==> src/hdl/soc_pkg.sv <==
package soc_pkg;

    // ~~~~~~~~~~~~~~~~~~~~~~~~~~~~~~~~~~~~~~~~
    // sizes and timing.
    // ~~~~~~~~~~~~~~~~~~~~~~~~~~~~~~~~~~~~~~~~
    localparam int MEM_WORDS    = 64;
    localparam int IMEM_LATENCY = 1;
    localparam int DMEM_LATENCY = 3;
    // wide enough for any latency up to 15.
    localparam int LAT_CNT_W    = 4;
    localparam int NUM_REGS     = 8;
    localparam int IMM_W        = 6;

    // ~~~~~~~~~~~~~~~~~~~~~~~~~~~~~~~~~~~~~~~~
    // data and instruction types.
    // ~~~~~~~~~~~~~~~~~~~~~~~~~~~~~~~~~~~~~~~~
    typedef logic [15:0] data_t;
    typedef logic [$clog2(MEM_WORDS)-1:0] addr_t;
    typedef logic [$clog2(NUM_REGS)-1:0] reg_idx_t;

    typedef enum logic [3:0] {
        OP_ADDI = 4'h0,
        OP_ADD  = 4'h1,
        OP_SUB  = 4'h2,
        OP_XOR  = 4'h3,
        OP_LD   = 4'h4,
        OP_ST   = 4'h5,
        OP_HALT = 4'h6
    } opcode_t;

    // opcode is kept raw so undefined encodings can be stored and decoded.
    // low 3 bits of imm carry rt for register forms.
    typedef struct packed {
        logic [3:0]       opcode;
        reg_idx_t         rd;
        reg_idx_t         rs;
        logic [IMM_W-1:0] imm;
    } instr_t;

endpackage
==> src/hdl/soc_top.sv <==
`timescale 1ns/1ps

module soc_top (
    input  logic              clk,
    input  logic              rst_n,
    input  logic              load_en,
    output logic              load_ready,
    input  soc_pkg::addr_t    load_addr,
    input  soc_pkg::instr_t   load_data,
    input  logic              start,
    output logic              halted,
    output soc_pkg::addr_t    reg_pc,
    input  soc_pkg::reg_idx_t reg_read_sel,
    output soc_pkg::data_t    reg_read_data
);
    import soc_pkg::*;

    logic   imem_req_valid;
    logic   imem_req_ready;
    logic   imem_req_write;
    addr_t  imem_req_addr;
    instr_t imem_req_wdata;
    logic   imem_resp_valid;
    instr_t imem_resp_rdata;
    logic   dmem_req_valid;
    logic   dmem_req_ready;
    logic   dmem_req_write;
    addr_t  dmem_req_addr;
    data_t  dmem_req_wdata;
    logic   dmem_resp_valid;
    data_t  dmem_resp_rdata;

    core core0 (
        .clk             (clk),
        .rst_n           (rst_n),
        .load_en         (load_en),
        .load_ready      (load_ready),
        .load_addr       (load_addr),
        .load_data       (load_data),
        .start           (start),
        .halted          (halted),
        .reg_pc          (reg_pc),
        .reg_read_sel    (reg_read_sel),
        .reg_read_data   (reg_read_data),
        .imem_req_valid  (imem_req_valid),
        .imem_req_ready  (imem_req_ready),
        .imem_req_write  (imem_req_write),
        .imem_req_addr   (imem_req_addr),
        .imem_req_wdata  (imem_req_wdata),
        .imem_resp_valid (imem_resp_valid),
        .imem_resp_rdata (imem_resp_rdata),
        .dmem_req_valid  (dmem_req_valid),
        .dmem_req_ready  (dmem_req_ready),
        .dmem_req_write  (dmem_req_write),
        .dmem_req_addr   (dmem_req_addr),
        .dmem_req_wdata  (dmem_req_wdata),
        .dmem_resp_valid (dmem_resp_valid),
        .dmem_resp_rdata (dmem_resp_rdata)
    );

    // instruction memory.
    soc_ram #(
        .payload_t (instr_t),
        .LATENCY   (IMEM_LATENCY)
    ) imem0 (
        .clk        (clk),
        .rst_n      (rst_n),
        .req_valid  (imem_req_valid),
        .req_ready  (imem_req_ready),
        .req_write  (imem_req_write),
        .req_addr   (imem_req_addr),
        .req_wdata  (imem_req_wdata),
        .resp_valid (imem_resp_valid),
        .resp_rdata (imem_resp_rdata)
    );

    // data memory.
    soc_ram #(
        .payload_t (data_t),
        .LATENCY   (DMEM_LATENCY)
    ) dmem0 (
        .clk        (clk),
        .rst_n      (rst_n),
        .req_valid  (dmem_req_valid),
        .req_ready  (dmem_req_ready),
        .req_write  (dmem_req_write),
        .req_addr   (dmem_req_addr),
        .req_wdata  (dmem_req_wdata),
        .resp_valid (dmem_resp_valid),
        .resp_rdata (dmem_resp_rdata)
    );

endmodule

==> src/hdl/soc_ram.sv <==
`timescale 1ns/1ps

module soc_ram #(
    parameter type payload_t = soc_pkg::data_t,
    parameter int  LATENCY   = 1
) (
    input  logic           clk,
    input  logic           rst_n,
    input  logic           req_valid,
    output logic           req_ready,
    input  logic           req_write,
    input  soc_pkg::addr_t req_addr,
    input  payload_t       req_wdata,
    output logic           resp_valid,
    output payload_t       resp_rdata
);
    import soc_pkg::*;

    payload_t             mem [MEM_WORDS];
    payload_t             rdata_q;
    logic [LAT_CNT_W-1:0] busy_cnt;
    logic                 accept;

    assign req_ready = (busy_cnt == '0);
    assign accept    = req_valid && req_ready;

    // contents clear on reset so every run starts from zeroed memory.
    always_ff @(posedge clk or negedge rst_n) begin
        if (!rst_n) begin
            for (int i = 0; i < MEM_WORDS; i++) begin
                mem[i] <= '0;
            end
        end else if (accept && req_write) begin
            mem[req_addr] <= req_wdata;
        end
    end

    always_ff @(posedge clk) begin
        if (accept && !req_write) begin
            rdata_q <= mem[req_addr];
        end
    end

    // counts down to the response cycle.
    always_ff @(posedge clk or negedge rst_n) begin
        if (!rst_n) begin
            busy_cnt <= '0;
        end else if (accept && !req_write) begin
            busy_cnt <= LAT_CNT_W'(LATENCY);
        end else if (busy_cnt != '0) begin
            busy_cnt <= busy_cnt - 1'b1;
        end
    end

    assign resp_valid = (busy_cnt == LAT_CNT_W'(1));
    assign resp_rdata = rdata_q;

    a_req_held: assert property (@(posedge clk) disable iff (!rst_n)
        (req_valid && !req_ready) |=> (req_valid && $stable(req_addr) && $stable(req_write)));

endmodule

==> src/hdl/core.sv <==
`timescale 1ns/1ps

module core (
    input  logic              clk,
    input  logic              rst_n,
    input  logic              load_en,
    output logic              load_ready,
    input  soc_pkg::addr_t    load_addr,
    input  soc_pkg::instr_t   load_data,
    input  logic              start,
    output logic              halted,
    output soc_pkg::addr_t    reg_pc,
    input  soc_pkg::reg_idx_t reg_read_sel,
    output soc_pkg::data_t    reg_read_data,
    output logic              imem_req_valid,
    input  logic              imem_req_ready,
    output logic              imem_req_write,
    output soc_pkg::addr_t    imem_req_addr,
    output soc_pkg::instr_t   imem_req_wdata,
    input  logic              imem_resp_valid,
    input  soc_pkg::instr_t   imem_resp_rdata,
    output logic              dmem_req_valid,
    input  logic              dmem_req_ready,
    output logic              dmem_req_write,
    output soc_pkg::addr_t    dmem_req_addr,
    output soc_pkg::data_t    dmem_req_wdata,
    input  logic              dmem_resp_valid,
    input  soc_pkg::data_t    dmem_resp_rdata
);
    import soc_pkg::*;

    typedef enum logic [2:0] {
        ST_IDLE,
        ST_LOAD,
        ST_FETCH,
        ST_FETCH_WAIT,
        ST_MEM,
        ST_MEM_WAIT
    } state_t;

    state_t   state;
    instr_t   instr_q;
    opcode_t  opcode;
    reg_idx_t rd;
    reg_idx_t rs;
    reg_idx_t rt;
    data_t    imm;
    logic     writes_reg;
    logic     is_load;
    logic     is_store;
    logic     is_halt;
    logic     mem_op;
    data_t    rs_value;
    data_t    rt_value;
    data_t    rd_value;
    data_t    alu_result;
    addr_t    mem_addr;
    logic     wb_en;
    reg_idx_t wb_rd;
    data_t    wb_data;

    assign mem_op = is_load || is_store;

    // ~~~~~~~~~~~~~~~~~~~~~~~~~~~~~~~~~~~~~~~~
    // sequencer.
    // ~~~~~~~~~~~~~~~~~~~~~~~~~~~~~~~~~~~~~~~~
    always_ff @(posedge clk or negedge rst_n) begin
        if (!rst_n) begin
            state <= ST_IDLE;
        end else begin
            case (state)
                ST_IDLE: begin
                    if (load_en) begin
                        state <= ST_LOAD;
                    end else if (start && !halted) begin
                        state <= ST_FETCH;
                    end
                end
                ST_LOAD: begin
                    if (!load_en) begin
                        state <= ST_IDLE;
                    end
                end
                ST_FETCH: begin
                    if (imem_req_ready) begin
                        state <= ST_FETCH_WAIT;
                    end
                end
                ST_FETCH_WAIT: begin
                    if (imem_resp_valid) begin
                        state <= ST_MEM;
                    end
                end
                // writeback for plain ops, data request for ld/st.
                ST_MEM: begin
                    if (is_halt) begin
                        state <= ST_IDLE;
                    end else if (!mem_op) begin
                        state <= ST_FETCH;
                    end else if (dmem_req_ready) begin
                        state <= is_load ? ST_MEM_WAIT : ST_FETCH;
                    end
                end
                ST_MEM_WAIT: begin
                    if (dmem_resp_valid) begin
                        state <= ST_FETCH;
                    end
                end
                default: begin
                    state <= ST_IDLE;
                end
            endcase
        end
    end

    always_ff @(posedge clk) begin
        if (state == ST_FETCH_WAIT && imem_resp_valid) begin
            instr_q <= imem_resp_rdata;
        end
    end

    // ~~~~~~~~~~~~~~~~~~~~~~~~~~~~~~~~~~~~~~~~
    // datapath.
    // ~~~~~~~~~~~~~~~~~~~~~~~~~~~~~~~~~~~~~~~~
    core_decode decode0 (
        .instr      (instr_q),
        .opcode     (opcode),
        .rd         (rd),
        .rs         (rs),
        .rt         (rt),
        .imm        (imm),
        .writes_reg (writes_reg),
        .is_load    (is_load),
        .is_store   (is_store),
        .is_halt    (is_halt)
    );

    core_execute execute0 (
        .opcode     (opcode),
        .rs_value   (rs_value),
        .rt_value   (rt_value),
        .imm        (imm),
        .alu_result (alu_result),
        .mem_addr   (mem_addr)
    );

    // store completes at the data accept.
    assign wb_en = (state == ST_MEM && (!mem_op || (is_store && dmem_req_ready)))
                || (state == ST_MEM_WAIT && dmem_resp_valid);
    // no-write ops target r0, which discards the data.
    assign wb_rd   = writes_reg ? rd : '0;
    assign wb_data = (state == ST_MEM_WAIT) ? dmem_resp_rdata : alu_result;

    core_result result0 (
        .clk      (clk),
        .rst_n    (rst_n),
        .wb_en    (wb_en),
        .wb_rd    (wb_rd),
        .wb_data  (wb_data),
        .wb_halt  (is_halt),
        .rs       (rs),
        .rt       (rt),
        .rd       (rd),
        .rs_value (rs_value),
        .rt_value (rt_value),
        .rd_value (rd_value),
        .pc       (reg_pc),
        .halted   (halted),
        .dbg_sel  (reg_read_sel),
        .dbg_data (reg_read_data)
    );

    // ~~~~~~~~~~~~~~~~~~~~~~~~~~~~~~~~~~~~~~~~
    // memory ports.
    // ~~~~~~~~~~~~~~~~~~~~~~~~~~~~~~~~~~~~~~~~
    assign imem_req_valid = (state == ST_LOAD && load_en) || (state == ST_FETCH);
    assign imem_req_write = (state == ST_LOAD);
    assign imem_req_addr  = (state == ST_LOAD) ? load_addr : reg_pc;
    assign imem_req_wdata = load_data;
    assign load_ready     = (state == ST_LOAD) && imem_req_ready;

    assign dmem_req_valid = (state == ST_MEM) && mem_op;
    assign dmem_req_write = is_store;
    assign dmem_req_addr  = mem_addr;
    assign dmem_req_wdata = rd_value;

    // the fetch read has fully retired before any data request.
    a_one_port: assert property (@(posedge clk) disable iff (!rst_n)
        dmem_req_valid |-> (!imem_req_valid && imem_req_ready));

    a_start_idle: assert property (@(posedge clk) disable iff (!rst_n)
        (start && !halted) |-> (state == ST_IDLE));

endmodule

==> src/hdl/core_result.sv <==
`timescale 1ns/1ps

module core_result (
    input  logic              clk,
    input  logic              rst_n,
    input  logic              wb_en,
    input  soc_pkg::reg_idx_t wb_rd,
    input  soc_pkg::data_t    wb_data,
    input  logic              wb_halt,
    input  soc_pkg::reg_idx_t rs,
    input  soc_pkg::reg_idx_t rt,
    input  soc_pkg::reg_idx_t rd,
    output soc_pkg::data_t    rs_value,
    output soc_pkg::data_t    rt_value,
    output soc_pkg::data_t    rd_value,
    output soc_pkg::addr_t    pc,
    output logic              halted,
    input  soc_pkg::reg_idx_t dbg_sel,
    output soc_pkg::data_t    dbg_data
);
    import soc_pkg::*;

    // entry 0 is never written, so it reads zero.
    data_t regs [NUM_REGS];

    always_ff @(posedge clk or negedge rst_n) begin
        if (!rst_n) begin
            for (int i = 0; i < NUM_REGS; i++) begin
                regs[i] <= '0;
            end
        end else if (wb_en && (wb_rd != '0)) begin
            regs[wb_rd] <= wb_data;
        end
    end

    // pc holds on the halt itself.
    always_ff @(posedge clk or negedge rst_n) begin
        if (!rst_n) begin
            pc     <= '0;
            halted <= 1'b0;
        end else if (wb_en) begin
            if (wb_halt) begin
                halted <= 1'b1;
            end else begin
                pc <= pc + addr_t'(1);
            end
        end
    end

    // read ports.
    assign rs_value = regs[rs];
    assign rt_value = regs[rt];
    assign rd_value = regs[rd];
    assign dbg_data = regs[dbg_sel];

endmodule

==> src/hdl/core_execute.sv <==
`timescale 1ns/1ps

module core_execute (
    input  soc_pkg::opcode_t opcode,
    input  soc_pkg::data_t   rs_value,
    input  soc_pkg::data_t   rt_value,
    input  soc_pkg::data_t   imm,
    output soc_pkg::data_t   alu_result,
    output soc_pkg::addr_t   mem_addr
);
    import soc_pkg::*;

    data_t operand_b;
    data_t add_b;
    data_t sum;
    data_t eff_addr;
    logic  subtract;

    // ~~~~~~~~~~~~~~~~~~~~~~~~~~~~~~~~~~~~~~~~
    // adder/subtractor.
    // ~~~~~~~~~~~~~~~~~~~~~~~~~~~~~~~~~~~~~~~~
    assign subtract  = (opcode == OP_SUB);
    assign operand_b = (opcode == OP_ADDI) ? imm : rt_value;

    // two's complement subtract through the same adder.
    assign add_b = subtract ? ~operand_b : operand_b;
    assign sum   = rs_value + add_b + data_t'(subtract);

    // ~~~~~~~~~~~~~~~~~~~~~~~~~~~~~~~~~~~~~~~~
    // effective address.
    // ~~~~~~~~~~~~~~~~~~~~~~~~~~~~~~~~~~~~~~~~
    assign eff_addr = rs_value + imm;
    // word address wraps inside the memory.
    assign mem_addr = eff_addr[$bits(addr_t)-1:0];

    // result select.
    always_comb begin
        case (opcode)
            OP_XOR: begin
                alu_result = rs_value ^ rt_value;
            end
            OP_LD, OP_ST: begin
                alu_result = eff_addr;
            end
            default: begin
                alu_result = sum;
            end
        endcase
    end

endmodule

==> src/hdl/core_decode.sv <==
`timescale 1ns/1ps

module core_decode (
    input  soc_pkg::instr_t   instr,
    output soc_pkg::opcode_t  opcode,
    output soc_pkg::reg_idx_t rd,
    output soc_pkg::reg_idx_t rs,
    output soc_pkg::reg_idx_t rt,
    output soc_pkg::data_t    imm,
    output logic              writes_reg,
    output logic              is_load,
    output logic              is_store,
    output logic              is_halt
);
    import soc_pkg::*;

    // register fields.
    assign rd = instr.rd;
    assign rs = instr.rs;
    assign rt = instr.imm[$bits(reg_idx_t)-1:0];

    // sign extend the short immediate.
    assign imm = {{($bits(data_t) - IMM_W){instr.imm[IMM_W-1]}}, instr.imm};

    // anything undefined collapses to a halt.
    always_comb begin
        case (instr.opcode)
            OP_ADDI,
            OP_ADD,
            OP_SUB,
            OP_XOR,
            OP_LD,
            OP_ST: begin
                opcode = opcode_t'(instr.opcode);
            end
            default: begin
                opcode = OP_HALT;
            end
        endcase
    end

    always_comb begin
        writes_reg = 1'b0;
        is_load    = 1'b0;
        is_store   = 1'b0;
        is_halt    = 1'b0;
        case (opcode)
            OP_ADDI, OP_ADD, OP_SUB, OP_XOR: writes_reg = 1'b1;
            OP_LD: begin
                writes_reg = 1'b1;
                is_load    = 1'b1;
            end
            OP_ST: is_store = 1'b1;
            default: is_halt = 1'b1;
        endcase
    end

endmodule

==> config.mk <==
export PLATFORM = sky130hd
export DESIGN_NAME = soc_top
export DESIGN_NICKNAME = d
export VERILOG_FILES = /design/src/hdl/soc_pkg.sv /design/src/hdl/soc_top.sv /design/src/hdl/soc_ram.sv /design/src/hdl/core.sv /design/src/hdl/core_result.sv /design/src/hdl/core_execute.sv /design/src/hdl/core_decode.sv
export SDC_FILE = /design/constraint.sdc
export NUM_CORES = 2
export LEC_CHECK = 0
export BUFFER_PORTS_ARGS = -buffer_cell sky130_fd_sc_hd__buf_4
export CAP_MARGIN = 10
export CORE_MARGIN = 4
export CORE_UTILIZATION = 34
export CTS_CLUSTER_DIAMETER = 40
export DETAILED_ROUTE_END_ITERATION = 16
export SETUP_SLACK_MARGIN = 0.2
export SLEW_MARGIN = 20
export SYNTH_ARGS = -nofsm -noshare
export SYNTH_HDL_FRONTEND = slang
export SYNTH_HIERARCHICAL = 1
export SYNTH_SLANG_ARGS = --single-unit
==> constraint.sdc <==
create_clock -name clk -period 4.62 [get_ports clk]
set_input_delay 0.462 -clock clk [delete_from_list [all_inputs] [get_ports clk]]
set_output_delay 0.462 -clock clk [all_outputs]
set_load 0.02 [all_outputs]
==> results by group <==
Status
  – Run status: finished clean

Floorplanning
  – Die X: 569 um
  – Die height: 569 um
  – Die Area: 324,000 um2
  – Starting Density: 34.2%
  – FP Rows: 205
  – I/O pin count: 53
  – Core Box Area: 313,000 um2

Setup path
  – Worst path bufs/invs: 8
  – Cell mode on critical path: buf_4
  – Crit path DAT: 5.29 ns
  – Max incr delay on CP: 0.53 ns
  – CP required: approximately 5.4 ns
  – Worst-path maximum fanout: 11
  – CP Depth: 18
  – Critical path type: reg2reg
  – CP cell instances: buf_6 > buf_4 > mux4_1 > mux2_4 > ha_1 > a211oi_4 > o21ai_1 > a21oi_1 > buf_4 > xnor2_4 > buf_6 > buf_12 > buf_4 > nor3b_2 > buf_4 > nand2_2 > buf_4 > mux2_2
  – CP max stage cell: mux4_1
  – Worst R2R Path Depth: 18
  – Worst Setup Start Kind: flop
  – Delay-heaviest family, CP: buffers and inverters
  – Element type at the critical path end: flop

Routing
  – Vias: 74,179
  – Final ANT Viol Nets: 0
  – Total wire length: 356 mm
  – DRC viols: 0
  – Vias/cell: 5.82
  – Avg WL per Cell: roughly 28 um
  – First-pass DRT Iterations: 6
  – Initial DRC Count: around 7,000

Place
  – Placed insts: ~12,000
  – DP HPWL: about 230 mm
  – PortBufs: 52
  – Global placement routability congestion: 0.933

Hold path
  – Hold Crit Depth: 4
  – Min-delay worst type: in2reg

Yosys
  – Top cells by area, synth: dfrtp_1, mux2_2, a221oi_1
  – Cell variety after synth: 101
  – Top-count cell post-synth: mux2_2
  – Yosys top cell area share: roughly 51%
  – Commonest cells post-synth: mux2_2, dfrtp_1, clkbuf_1
  – Seq/Total Area, Yosys: 52.6%
  – Cell Area, Synth: 107,000 um2
  – Number of flops mapped to enable cells by yosys: 48
  – Synthesis-stage register bit count: 2,242
  – Most common flop cell mapped by yosys: dfrtp_1
  – Async S/R FF share, synth: a little over nine tenths
  – Cell count after synthesis: 7,895
  – Synth area leader: dfrtp_1
  – Avg Synthesized Cell Area: 13.6 um2
  – Synth warnings: 6
  – Syn nets: between 7,000 and 8,000

Global routing
  – Largest net degree at the start of global routing: 186
  – Vias in the first global route: between 70,000 and 80,000
  – First-pass GRT wire length: roughly 520 mm
  – Initial antenna violation count: 25
  – Gr ovfl total: 0
  – Total GRT Usage: 21.2%

STA
  – Worst Tran Pin Value: 1.11 ns
  – Max Transition Viols Final: 0
  – Skew final: 0.0939 ns
  – Worst-case headroom to the max-slew limit: 25.7%
  – Total negative slack: 0 ns
  – Max Fclk: 221 MHz
  – Period minus WS final: 4.52 ns
  – Final Cycle Share: 97.9%
  – Final setup fails: 0
  – RSZ-0062 raised after global routing: true
  – Hold Vio Cnt, Final: 0

Layout
  – Net count, final: 8,358
  – Share of cells above drive strength 1: 48.8%
  – Footprint of the multi-input gates: 48,400 um2
  – Seq. cell area: 56,300 um2
  – Filler cells: 28,284
  – Area Growth Syn to Fin: 22.7%
  – Fin cells: 12,746

Clock tree
  – CTS Buf Count: between 300 and 400
  – Clk Latency, worst-skew pair: approximately 0.92 ns
  – CTS H-tree depth: 5
  – Clk sinks: between 2,000 and 2,500
  – Root Driver: clkbuf_16
  – Clk buf depth: 4
  – CTS tree: yes
  – Clk slew on worst S/H paths: 0.06 ns

Power and ir drop
  – PD cells: 387 nW/um2
  – Design Power: roughly 51 mW
  – Worst vdd ir: 0.000297 V
  – LEAKAGE: between 60 and 70 nW

Flow run
  – Max_cap viols: 0
-- through the flow --
step / util (%) / instance area, um2 / worst slack [ns] / hold slack (ns)
6_report: 42.0 / 131000 / 0.0960 / 0.0718
5_1_grt: 42.0 / 131000 / 0.00414 / 0.0894
4_1_cts: 41.5 / 130000 / 0.153 / 0.0149
3_5_place_dp: 37.0 / 116000 / -0.493 / 0.380
3_3_place_gp: 37.0 / 116000 / -0.501 / 0.380
2_1_floorplan: - / 107000 / 0.223 / 0.166
-- cell families after synthesis --
group	share of synthesized area, %
muxes	30.2
DFF	52.6
AOI/OAI and AO/OA	9.32
buffers and inverters	3.64
and+or+nand+nor	3.40
xor gates and xnor gates	0.441
adders and majority gates	0.469
other	0.00350
-- state kept, by name, summed over array words and instances (netlist names) --
signal / count
core0/result0/regs: 128
imem0/busy_cnt: 4
dmem0/mem: 1024
imem0/mem: 1024
core0/result0/halted: 1
imem0/resp_rdata: 16
core0/state: 3
core0/instr_q: 16
core0/result0/pc: 6
dmem0/busy_cnt: 4
dmem0/resp_rdata: 16
-- cell type report --
class | count | area share (%)
Timing Repair Buffer | 834 | 6.48
Tap cell | 4140 | 3.94
Clock buffer | 442 | 7.54
Multi-Input combinational cell | 4825 | 36.8
Inverter | 24 | 0.0856
Antenna cell | 10 | 0.0190
Clock inverter | 229 | 2.30
Sequential cell | 2242 | 42.9
-- path summary, 6_finish.rpt --
kind                                 startpoint           endpoint  slack [ns]
setup / recovery               core0/instr_q[6]     dmem0/mem[849]         0.1
hold / removal                            start     core0/state[1]        0.07
setup reg to reg               core0/instr_q[6]     dmem0/mem[849]         0.1
hold reg to reg            imem0/resp_rdata[10]  core0/instr_q[10]        0.42
max in group asynchronous                 rst_n     dmem0/mem[437]        2.75
min in group asynchronous                 rst_n     dmem0/mem[164]        0.16
-- cell usage in the layout, fill, tap and decap left out, types with 152 or more instances in the layout --
cell type	instances
dfrtp_1	2194
nand2_1	152
buf_4	637
clkbuf_16	376
o21ai_0	166
a221oi_1	306
mux2i_1	157
a22oi_1	276
mux2_2	2286
nor2_1	193
-- timing repair --
item	in CTS	in global routing
resized for setup	130	215
hold endpoints to repair	409	0
pin swaps	26	85
setup endpoints to repair	467	186
hold buffers	1	0
buffers inserted	36	62
gates cloned	10	8
-- per-layer routing --
| layer | track usage [%] | share of wire, % | up-vias |
|---|---|---|---|
| li1 | - | - | 30836 |
| met1 | 29.2 | 42 | 39519 |
| met2 | 33.2 | 46 | 3088 |
| met3 | 3.84 | 7.8 | 726 |
| met4 | 8.37 | 4.2 | 10 |
| met5 | 0 | 0.020 | - |
-- worst min-delay path, stage by stage --
cell	delay, ns
buf_4	0.09
a21oi_1	0.06
o31ai_1	0.20
a21o_1	0.11
-- power breakdown --
| group | leakage (nW) | total (mW) | switching [mW] | internal (mW) |
|---|---|---|---|---|
| Sequential | 31.1 | 20.0 | 0.0771 | 19.9 |
| Combinational | 25.6 | 2.52 | 1.82 | 0.695 |
| Clock | 6.27 | 28.4 | 10.3 | 18.2 |
Note: power is estimated with default switching activity, not from simulation.
